### src/verilog/ext_mem_pkg.sv
package ext_mem_pkg;

   // Native bus widths
   localparam int addr_w = 32;
   localparam int data_w = 32;
   localparam int strb_w = data_w / 8;

   // Cache geometry, one word per line
   localparam int idx_w = 4;          // 16 lines
   localparam int off_w = 2;          // Byte within the word
   localparam int tag_w = addr_w - idx_w - off_w;

   // Cache address, seen either as a plain byte address or split
   // into the fields a direct-mapped lookup needs
   typedef union packed {
      logic [addr_w-1:0] raw;
      struct packed {
         logic [tag_w-1:0] tag;
         logic [idx_w-1:0] idx;
         logic [off_w-1:0] off;
      } f;
   } cache_addr_u;

endpackage

### src/verilog/mem_cache.sv
module mem_cache (
   input  logic                            clk,
   input  logic                            arst_n,

   // Front-end bus
   input  logic                            valid,
   input  logic [ext_mem_pkg::addr_w-1:0]  addr,
   input  logic [ext_mem_pkg::data_w-1:0]  wdata,
   input  logic [ext_mem_pkg::strb_w-1:0]  wstrb,
   output logic [ext_mem_pkg::data_w-1:0]  rdata,
   output logic                            ready,

   // Back-end bus
   output logic                            be_valid,
   output logic [ext_mem_pkg::addr_w-1:0]  be_addr,
   output logic [ext_mem_pkg::data_w-1:0]  be_wdata,
   output logic [ext_mem_pkg::strb_w-1:0]  be_wstrb,
   input  logic [ext_mem_pkg::data_w-1:0]  be_rdata,
   input  logic                            be_ready
);

   import ext_mem_pkg::*;

   localparam int n_lines = 1 << idx_w;

   // Controller states
   localparam logic [1:0] st_idle = 2'd0;
   localparam logic [1:0] st_be   = 2'd1;   // Waiting on memory
   localparam logic [1:0] st_resp = 2'd2;   // Ready to the front-end

   logic [1:0]         state;
   logic [n_lines-1:0] line_vld;
   logic [tag_w-1:0]   tag_mem [n_lines];
   logic [data_w-1:0]  data_mem [n_lines];

   cache_addr_u        in_addr;             // Address on the front-end
   cache_addr_u        req_addr;            // Address of the request in flight
   logic [data_w-1:0]  req_wdata;
   logic [strb_w-1:0]  req_wstrb;

   logic               accept;
   logic               in_rd_hit;
   logic               req_hit;
   logic               req_write;
   logic               be_done;

   assign in_addr = addr;

   assign accept    = (state == st_idle) && valid;
   assign req_write = |req_wstrb;
   assign be_done   = (state == st_be) && be_ready;

   // Lookup at acceptance decides between the fast path and memory
   assign in_rd_hit = !(|wstrb) && line_vld[in_addr.f.idx] &&
                      (tag_mem[in_addr.f.idx] == in_addr.f.tag);

   // Lookup on the captured request, used to merge write data
   assign req_hit = line_vld[req_addr.f.idx] &&
                    (tag_mem[req_addr.f.idx] == req_addr.f.tag);

   always_ff @(posedge clk or negedge arst_n) begin
      if (!arst_n) begin
         state    <= st_idle;
         line_vld <= '0;
      end else begin
         case (state)
            st_idle: begin
               if (accept) begin
                  state <= in_rd_hit ? st_resp : st_be;
               end
            end
            st_be: begin
               if (be_ready) begin
                  state <= st_resp;
                  if (!req_write) begin
                     line_vld[req_addr.f.idx] <= 1'b1;   // Line filled
                  end
               end
            end
            default: state <= st_idle;   // One response cycle
         endcase
      end
   end

   always_ff @(posedge clk) begin
      if (accept) begin
         req_addr.raw <= addr;
         req_wdata    <= wdata;
         req_wstrb    <= wstrb;
         rdata        <= data_mem[in_addr.f.idx];   // Used on a hit
      end

      if (be_done) begin
         rdata <= be_rdata;
         if (!req_write) begin
            tag_mem[req_addr.f.idx]  <= req_addr.f.tag;
            data_mem[req_addr.f.idx] <= be_rdata;
         end else if (req_hit) begin
            // Write-through hit keeps the line in step with memory
            for (int b = 0; b < strb_w; b++) begin
               if (req_wstrb[b]) begin
                  data_mem[req_addr.f.idx][8*b +: 8] <= req_wdata[8*b +: 8];
               end
            end
         end
      end
   end

   assign ready = (state == st_resp);

   // Every miss and every write goes out unchanged
   assign be_valid = (state == st_be);
   assign be_addr  = req_addr.raw;
   assign be_wdata = req_wdata;
   assign be_wstrb = req_wstrb;

endmodule

### src/verilog/bus_merge.sv
module bus_merge (
   input  logic                            clk,
   input  logic                            arst_n,

   // Port 0, instruction cache back-end
   input  logic                            p0_valid,
   input  logic [ext_mem_pkg::addr_w-1:0]  p0_addr,
   input  logic [ext_mem_pkg::data_w-1:0]  p0_wdata,
   input  logic [ext_mem_pkg::strb_w-1:0]  p0_wstrb,
   output logic [ext_mem_pkg::data_w-1:0]  p0_rdata,
   output logic                            p0_ready,

   // Port 1, data cache back-end
   input  logic                            p1_valid,
   input  logic [ext_mem_pkg::addr_w-1:0]  p1_addr,
   input  logic [ext_mem_pkg::data_w-1:0]  p1_wdata,
   input  logic [ext_mem_pkg::strb_w-1:0]  p1_wstrb,
   output logic [ext_mem_pkg::data_w-1:0]  p1_rdata,
   output logic                            p1_ready,

   // Shared memory port
   output logic                            mem_valid,
   output logic [ext_mem_pkg::addr_w-1:0]  mem_addr,
   output logic [ext_mem_pkg::data_w-1:0]  mem_wdata,
   output logic [ext_mem_pkg::strb_w-1:0]  mem_wstrb,
   input  logic [ext_mem_pkg::data_w-1:0]  mem_rdata,
   input  logic                            mem_ready
);

   import ext_mem_pkg::*;

   localparam int req_w = addr_w + data_w + strb_w;

   logic             locked;   // A transfer is under way
   logic             owner;    // Port holding the grant
   logic             sel;
   logic [req_w-1:0] p0_req;
   logic [req_w-1:0] p1_req;

   // A free port goes to the data side first
   assign sel = locked ? owner : p1_valid;

   assign p0_req = {p0_addr, p0_wdata, p0_wstrb};
   assign p1_req = {p1_addr, p1_wdata, p1_wstrb};

   assign mem_valid = sel ? p1_valid : p0_valid;
   assign {mem_addr, mem_wdata, mem_wstrb} = sel ? p1_req : p0_req;

   // Grant lasts until memory answers
   always_ff @(posedge clk or negedge arst_n) begin
      if (!arst_n) begin
         locked <= 1'b0;
         owner  <= 1'b0;
      end else begin
         locked <= mem_valid && !mem_ready;
         owner  <= sel;
      end
   end

   assign p0_ready = mem_ready && !sel;
   assign p1_ready = mem_ready && sel;

   assign p0_rdata = mem_rdata;   // Only the owner sees ready
   assign p1_rdata = mem_rdata;

endmodule

### src/verilog/ext_mem.sv
module ext_mem (
   input  logic                            clk,
   input  logic                            arst_n,

   // Instruction bus
   input  logic                            i_valid,
   input  logic [ext_mem_pkg::addr_w-1:0]  i_addr,
   input  logic [ext_mem_pkg::data_w-1:0]  i_wdata,
   input  logic [ext_mem_pkg::strb_w-1:0]  i_wstrb,
   output logic [ext_mem_pkg::data_w-1:0]  i_rdata,
   output logic                            i_ready,

   // Data bus
   input  logic                            d_valid,
   input  logic [ext_mem_pkg::addr_w-1:0]  d_addr,
   input  logic [ext_mem_pkg::data_w-1:0]  d_wdata,
   input  logic [ext_mem_pkg::strb_w-1:0]  d_wstrb,
   output logic [ext_mem_pkg::data_w-1:0]  d_rdata,
   output logic                            d_ready,

   // Memory bus
   output logic                            mem_valid,
   output logic [ext_mem_pkg::addr_w-1:0]  mem_addr,
   output logic [ext_mem_pkg::data_w-1:0]  mem_wdata,
   output logic [ext_mem_pkg::strb_w-1:0]  mem_wstrb,
   input  logic [ext_mem_pkg::data_w-1:0]  mem_rdata,
   input  logic                            mem_ready
);

   import ext_mem_pkg::*;

   // Instruction cache back-end
   logic              ic_be_valid;
   logic [addr_w-1:0] ic_be_addr;
   logic [data_w-1:0] ic_be_wdata;
   logic [strb_w-1:0] ic_be_wstrb;
   logic [data_w-1:0] ic_be_rdata;
   logic              ic_be_ready;

   // Data cache back-end
   logic              dc_be_valid;
   logic [addr_w-1:0] dc_be_addr;
   logic [data_w-1:0] dc_be_wdata;
   logic [strb_w-1:0] dc_be_wstrb;
   logic [data_w-1:0] dc_be_rdata;
   logic              dc_be_ready;

   mem_cache u_icache (
      .clk      (clk),
      .arst_n   (arst_n),
      .valid    (i_valid),
      .addr     (i_addr),
      .wdata    (i_wdata),
      .wstrb    (i_wstrb),
      .rdata    (i_rdata),
      .ready    (i_ready),
      .be_valid (ic_be_valid),
      .be_addr  (ic_be_addr),
      .be_wdata (ic_be_wdata),
      .be_wstrb (ic_be_wstrb),
      .be_rdata (ic_be_rdata),
      .be_ready (ic_be_ready)
   );

   mem_cache u_dcache (
      .clk      (clk),
      .arst_n   (arst_n),
      .valid    (d_valid),
      .addr     (d_addr),
      .wdata    (d_wdata),
      .wstrb    (d_wstrb),
      .rdata    (d_rdata),
      .ready    (d_ready),
      .be_valid (dc_be_valid),
      .be_addr  (dc_be_addr),
      .be_wdata (dc_be_wdata),
      .be_wstrb (dc_be_wstrb),
      .be_rdata (dc_be_rdata),
      .be_ready (dc_be_ready)
   );

   // Data side on port 1 for priority
   bus_merge u_merge (
      .clk       (clk),
      .arst_n    (arst_n),
      .p0_valid  (ic_be_valid),
      .p0_addr   (ic_be_addr),
      .p0_wdata  (ic_be_wdata),
      .p0_wstrb  (ic_be_wstrb),
      .p0_rdata  (ic_be_rdata),
      .p0_ready  (ic_be_ready),
      .p1_valid  (dc_be_valid),
      .p1_addr   (dc_be_addr),
      .p1_wdata  (dc_be_wdata),
      .p1_wstrb  (dc_be_wstrb),
      .p1_rdata  (dc_be_rdata),
      .p1_ready  (dc_be_ready),
      .mem_valid (mem_valid),
      .mem_addr  (mem_addr),
      .mem_wdata (mem_wdata),
      .mem_wstrb (mem_wstrb),
      .mem_rdata (mem_rdata),
      .mem_ready (mem_ready)
   );

endmodule

### config.mk
export PLATFORM = sky130hd
export DESIGN_NAME = ext_mem
export DESIGN_NICKNAME = d
export VERILOG_FILES = /design/src/verilog/ext_mem_pkg.sv /design/src/verilog/mem_cache.sv /design/src/verilog/bus_merge.sv /design/src/verilog/ext_mem.sv
export SDC_FILE = /design/constraint.sdc
export NUM_CORES = 2
export LEC_CHECK = 0
export ABC_CLOCK_PERIOD_IN_PS = 16800
export BUFFER_PORTS_ARGS = -buffer_cell sky130_fd_sc_hd__buf_2
export CAP_MARGIN = 15
export CORE_MARGIN = 4
export CORE_UTILIZATION = 55
export CTS_CLUSTER_DIAMETER = 40
export CTS_CLUSTER_SIZE = 25
export DETAILED_ROUTE_END_ITERATION = 8
export PLACE_DENSITY = 0.76
export SLEW_MARGIN = 20
export SYNTH_ARGS = -nofsm -noshare
export SYNTH_HDL_FRONTEND = slang
export SYNTH_SLANG_ARGS = --single-unit
### constraint.sdc
create_clock -name clk -period 16.8 [get_ports clk]
set_input_delay 2.52 -clock clk [delete_from_list [all_inputs] [get_ports clk]]
set_output_delay 2.52 -clock clk [all_outputs]
set_load 0.01 [all_outputs]
* Word-level counts from Yosys, hierarchy flattened *
Memories as Yosys holds them, arrays and structs flattened. A register that Yosys moved wholly into a read port is not among the register bits.
Index checks and enable logic that the tools add are counted.

word-level totals
  memories = 4
  bits in writable memories = 1856
  input port bits = 173
  register bits after elaboration = 238
  word-level logic and storage cells = 162
  output and inout port bits = 135

memory list
  memory             depth  width  rd ports  clocked after memory_dff  wr ports  line             RTL
  u_dcache.data_mem  16     32     1         0                         1         mem_cache.sv:34  logic [data_w-1:0] data_mem [n_lines];
  u_icache.data_mem  16     32     1         0                         1         mem_cache.sv:34
  u_dcache.tag_mem   16     26     2         1                         1         mem_cache.sv:33  logic [tag_w-1:0] tag_mem [n_lines];
  u_icache.tag_mem   16     26     2         1                         1         mem_cache.sv:33

cells by class
  equal/unequal tests = 12
  $lt $le $gt $ge = 6
  reduce and logical (&&, ||, !) cells = 31
  bitwise operators = 12
  muxes and demuxes = 83

operators with widths
  cell                                                                                 count
  32-bit 2-to-1 mux                                                                    4
  26-bit == test                                                                       4
  68-bit 2-to-1 mux                                                                    1
  8-bit 2-to-1 mux                                                                     8
  1-bit 2-to-1 mux                                                                     54
  16-bit OR                                                                            2
  4-bit by 5-bit < comparator with 1-bit output, second input constant                 4
  1-bit binary-select mux with 4-bit select                                            4
  4-bit OR reduction                                                                   4
  1-bit logical AND                                                                    15
  2-bit 2-to-1 mux                                                                     6
  1-bit demux with 4-bit select                                                        2
  4-bit by 1-bit greater-or-equal comparator with 1-bit output, second input constant  2
  4-bit 2-to-1 mux                                                                     2
  1-bit OR                                                                             8
  2-bit one-hot mux with 2 select lines                                                2
  3-bit AND reduction                                                                  2
  2-bit by 1-bit == test with 1-bit output, second input constant                      2
  2-bit == test, second input constant                                                 2
  1-bit zero test                                                                      4
  2-bit zero test                                                                      2
  2-bit by 1-bit != test with 1-bit output, second input constant                      2
  2-bit != test, second input constant                                                 2
  2-bit AND reduction                                                                  2
  2 further kinds                                                                      4

* Depth between registers and ports, before layout *
  depth after elaboration = 8
  mapped depth = 14
  gate-level depth less buffers = 8

* Hierarchy *
From an unflattened synthesis, not the netlist that was laid out.

unflattened totals
  cell total of the unflattened synthesis = 4335
  area total of the unflattened synthesis = 90176.5 µm²

modules (own cells, without submodules)
  module                area each (µm²)  cells an instance  sequential area each (µm²)  instances
  mem_cache (u_icache)  44348.8          2092               31400.1                     1
  mem_cache (u_dcache)  44342.5          2092               31400.1                     1
  bus_merge             1485.2           151                50.0                        1

* Worst setup path after synthesis *
Ideal clock, no wire load.

  kind = input -> register
  start = input port i_valid
  end = register u_icache.rdata[0] (netlist bit) (enable)
  path slack = 7.508 ns
  library setup time = 0.390 ns
  stages on the path = 3
  data arrival time = 8.901 ns
  buffers on the path = 0
  required time = 16.410 ns
  cell sequence = nor3b_1 inv_1 nand2_1

on the way
  word-level cells in the longest chain between the ends = 2

ends and longest elaborated chain
  what                                 line             RTL
  start, declared                      ext_mem.sv:6     input logic i_valid,
  1-bit logical AND                    mem_cache.sv:49  assign accept = (state == st_idle) && valid;
  2-bit nonzero test (no source line)  -
  end signal, assigned                 mem_cache.sv:90  rdata <= data_mem[in_addr.f.idx];
  end signal, assigned                 mem_cache.sv:94  rdata <= be_rdata;
  end, declared                        mem_cache.sv:10  output logic [ext_mem_pkg::data_w-1:0] rdata,

No other way between the ends.
A chain may end at the register's enable or synchronous reset.

==> metrics.md <==
| Metric | Value |
|---|---|
| Crit Path Category | `flop to flop` |
| CTS sink cnt | `2,102` |
| Cell count of the worst hold path | `1` |
| Power per cell area | `139 nW/um2` |
| Die ar. | `169,000 um2` |
| DRT iter0 DRCs | `7,809` |
| Post-synth EDFFs | `2,056` |
| Final Max Slew Viols | `0` |
| H-Tree Level Count | `4` |
| Die Wd | `412 um` |
| Area leader, netlist | `edfxtp_1` |
| Via count | `48,700` |
| Setup Fix Bufs, Post-CTS | `0` |
| WL final | `249 mm` |
| Final Hold Fails | `0` |
| Io pins | `308` |
| CTS tree | `done` |
| Worst hold endpoint | `u_dcache.line_vld[15]$_DFFE_PN0P_` |
| Most common cell in the netlist | `edfxtp_1` |
| Worst-path clk slew | `60 ps` |
| Startpoint Class | `flop` |
| Synth top area share | `68.9%` |
| Setup TNS Final | `0 ps` |
| Fillcell total | `10,600` |
| Sequential area share after synthesis | `70.2%` |
| Initial Utilization | `55.5%` |
| Top post-synthesis cells by area | `edfxtp_1 (69%), mux4_2 (18%), mux2_2 (2.5%), mux2i_1 (1.9%), dfrtp_1 (1.1%)` |
| Clk root buf | `clkbuf_16` |
| Mapped cell area | `89,600 um2` |
| Layout area overhead | `13.9%` |
| Hold Path Class | `flop to flop` |
| Final Wtd Congestion | `0.941` |
| Placement Setup Slack | `9120 ps` |
| R2R setup slack | `9520 ps` |
| Crit Path Max Fanout | `45` |
| Grt ovf | `0` |
| Slew headroom | `18.5%` |
| CTS Buf Count | `233` |
| PortBufs | `307` |
| Initial antenna violation count | `19` |
| Syn Area/Cell | `21.1 um2` |
| Reg2Reg Depth | `10` |
| Antenna Nets Post-Route | `0` |
| HP Start | `u_dcache.line_vld[15]$_DFFE_PN0P_` |
| Max-cap violations | `0` |
| Fin crit share | `43.3%` |
| Post-synth cell types | `73` |
| Final worst slack | `9520 ps` |
| Minimum clock period | `7280 ps` |
| Post-Syn Instances | `4,246` |
| RSZ-0062 raised after global routing | `no` |
| Crit path DAT | `7750 ps` |
| Largest net degree at the start of global routing | `81` |
| Synth warnings | `0` |
| Clock Latency Late Sink | `880 ps` |
| # resized after CTS | `0` |
| Clock Skew | `34.0 ps` |
| Via density | `6.95` |
| # setup viols final | `0` |
| Leakage power | `32.9 nW` |
| Pint | `10.0 mW` |
| Wire per inst | `35.5 um` |
| DRC | `0` |
| Gr usage total | `29.4%` |
| FFs w/ async S/R, synth | `1.81%` |
| Yosys reg bits | `2,102` |
| Worst-Margin Slew | `1220 ps` |
| Run status | `finished, final reports clean` |
| Clock network fraction of total power | `37.6%` |
| Top_reg_cell synth | `edfxtp_1` |
| Syn_nets | `4,419` |
| FF-to-FF End | `u_icache.data_mem[6][29]$_DFFE_PP_` |
| Final Net Count | `4,785` |
| VDD IR max | `0.000124 V` |
| Required time worst endpoint | `17,270 ps` |
| Worst-case clock buffer depth | `3` |
| Core area | `161,000 um2` |
| Drt first pass iters | `8` |
| Layout cells sized above 1 | `38.7%` |
| Comb pwr share | `16.5%` |
| HPWL after detailed placement | `153 mm` |
| Commonest cells post-synth | `edfxtp_1 (2,056), mux4_2 (719), mux2_2 (195)` |
| Switching part of the total power | `29.3%` |
| Sequential power share | `45.9%` |
| Sw Pwr | `4.16 mW` |
| Power, Total | `14.2 mW` |
| FMAX | `137 MHz` |
| First-pass GRT wire length | `354 mm` |
| Die extent in y | `412 um` |
| Row count | `147` |
| Cts hold-fix bufs | `0` |
| Vias in the first global route | `48,300` |
| CP endpoint kind | `flop` |
==> how the worst max path moves through the flow <==
stage	start	end	slack [ps]
after floorplan	i_valid	u_icache.rdata[0]$_DFFE_PP_	7510
after global placement	d_addr[2]	u_dcache.rdata[2]$_DFFE_PP_	9200
after detailed placement	d_addr[2]	u_dcache.rdata[24]$_DFFE_PP_	9120
after CTS	flop	u_icache.data_mem[6][17]$_DFFE_PP_	9710
after global routing	flop	u_icache.data_mem[2][29]$_DFFE_PP_	9380
final	flop	u_icache.data_mem[6][29]$_DFFE_PP_	9520
==> cells by family after synthesis <==
kind of cell	Yosys count	synth area share [%]
flops	2102	70.2
buf+inv	277	1.48
simple gates	333	2.08
mux	1101	22.8
compound gates	344	2.62
xor+xnor	89	0.870
==> routing by layer <==
layer	share of wire (%)	global-route usage (%)
met1	36	41.0
met5	0.12	0.891
met2	47	44.9
met3	13	8.31
met4	3.9	10.7
==> cell usage in the layout (no fill, tap or decap), types with 14 or more instances in the layout <==
cell / count
o21ai_0: 19
mux2i_1: 167
diode_2: 23
nor2_1: 30
xnor2_1: 59
xor2_1: 30
clkinv_2: 16
nand3_1: 27
nor4_1: 20
clkinv_1: 14
a22o_1: 32
a21oi_2: 17
dfrtp_1: 38
inv_8: 37
mux2_2: 195
a221oi_1: 32
nand2_1: 58
bufinv_16: 17
mux4_2: 719
clkinv_8: 29
or2_2: 34
inv_6: 44
edfxtp_1: 2056
buf_4: 84
clkinv_4: 18
a22oi_1: 46
nor2b_1: 36
buf_2: 301
nor2_4: 32
clkbuf_16: 234
a21oi_1: 125
clkinvlp_4: 22
==> state kept, by name (all words and copies together), names as in the netlist, 16 cells and up, named ones only <==
register and flops:
u_dcache.data_mem 512, u_icache.data_mem 512, u_dcache.tag_mem 416, u_icache.tag_mem 416, u_dcache.be_addr 32, u_dcache.be_wdata 32, u_dcache.rdata 32, u_icache.be_addr 32
u_icache.be_wdata 32, u_icache.rdata 32, u_dcache.line_vld 16, u_icache.line_vld 16
==> critical path, cell delays in order, from the launching register on <==
cell and delay [ps]:
dfxtp_4 700, buf_4 680, buf_4 670, mux4_1 640, mux4_2 490, xor2_1 210, a221oi_2 220, o2111ai_1 390
a2111oi_4 930, nand3_2 730, a21oi_1 1080
==> area by class of cell <==
| cell class | instances | area, um2 | area share (%) |
|---|---|---|---|
| Antenna cell | 23 | 57.6 | 0.0564 |
| Clock buffer | 243 | 5890 | 5.77 |
| Clock inverter | 204 | 2390 | 2.34 |
| Inverter | 13 | 51.3 | 0.0503 |
| Multi-Input combinational cell | 1867 | 25800 | 25.3 |
| Sequential cell | 2102 | 62900 | 61.6 |
| Tap cell | 2160 | 2700 | 2.65 |
| Timing Repair Buffer | 395 | 2290 | 2.24 |
==> power by group through the flow <==
stage / clock, mW / sequential, mW / combinational (mW)
floorplan: 0 / 6.35 / 1.55
global placement: 0 / 6.59 / 2.26
detailed placement: 0 / 6.60 / 2.29
CTS: 5.37 / 6.49 / 2.31
global route: 5.62 / 6.52 / 2.43
finish: 5.33 / 6.50 / 2.34
==> metrics by stage <==
step	util, %	instances	instance area, um2	hold slack [ps]
finish	63.3	7007	102000	490
global route	63.2	6986	102000	498
CTS	63.2	6982	102000	489
detailed placement	58.0	6535	93600	472
global placement	58.0	6534	93600	467
floorplan	-	4246	89600	452
No activity file was read; power rests on OpenSTA's default activity.
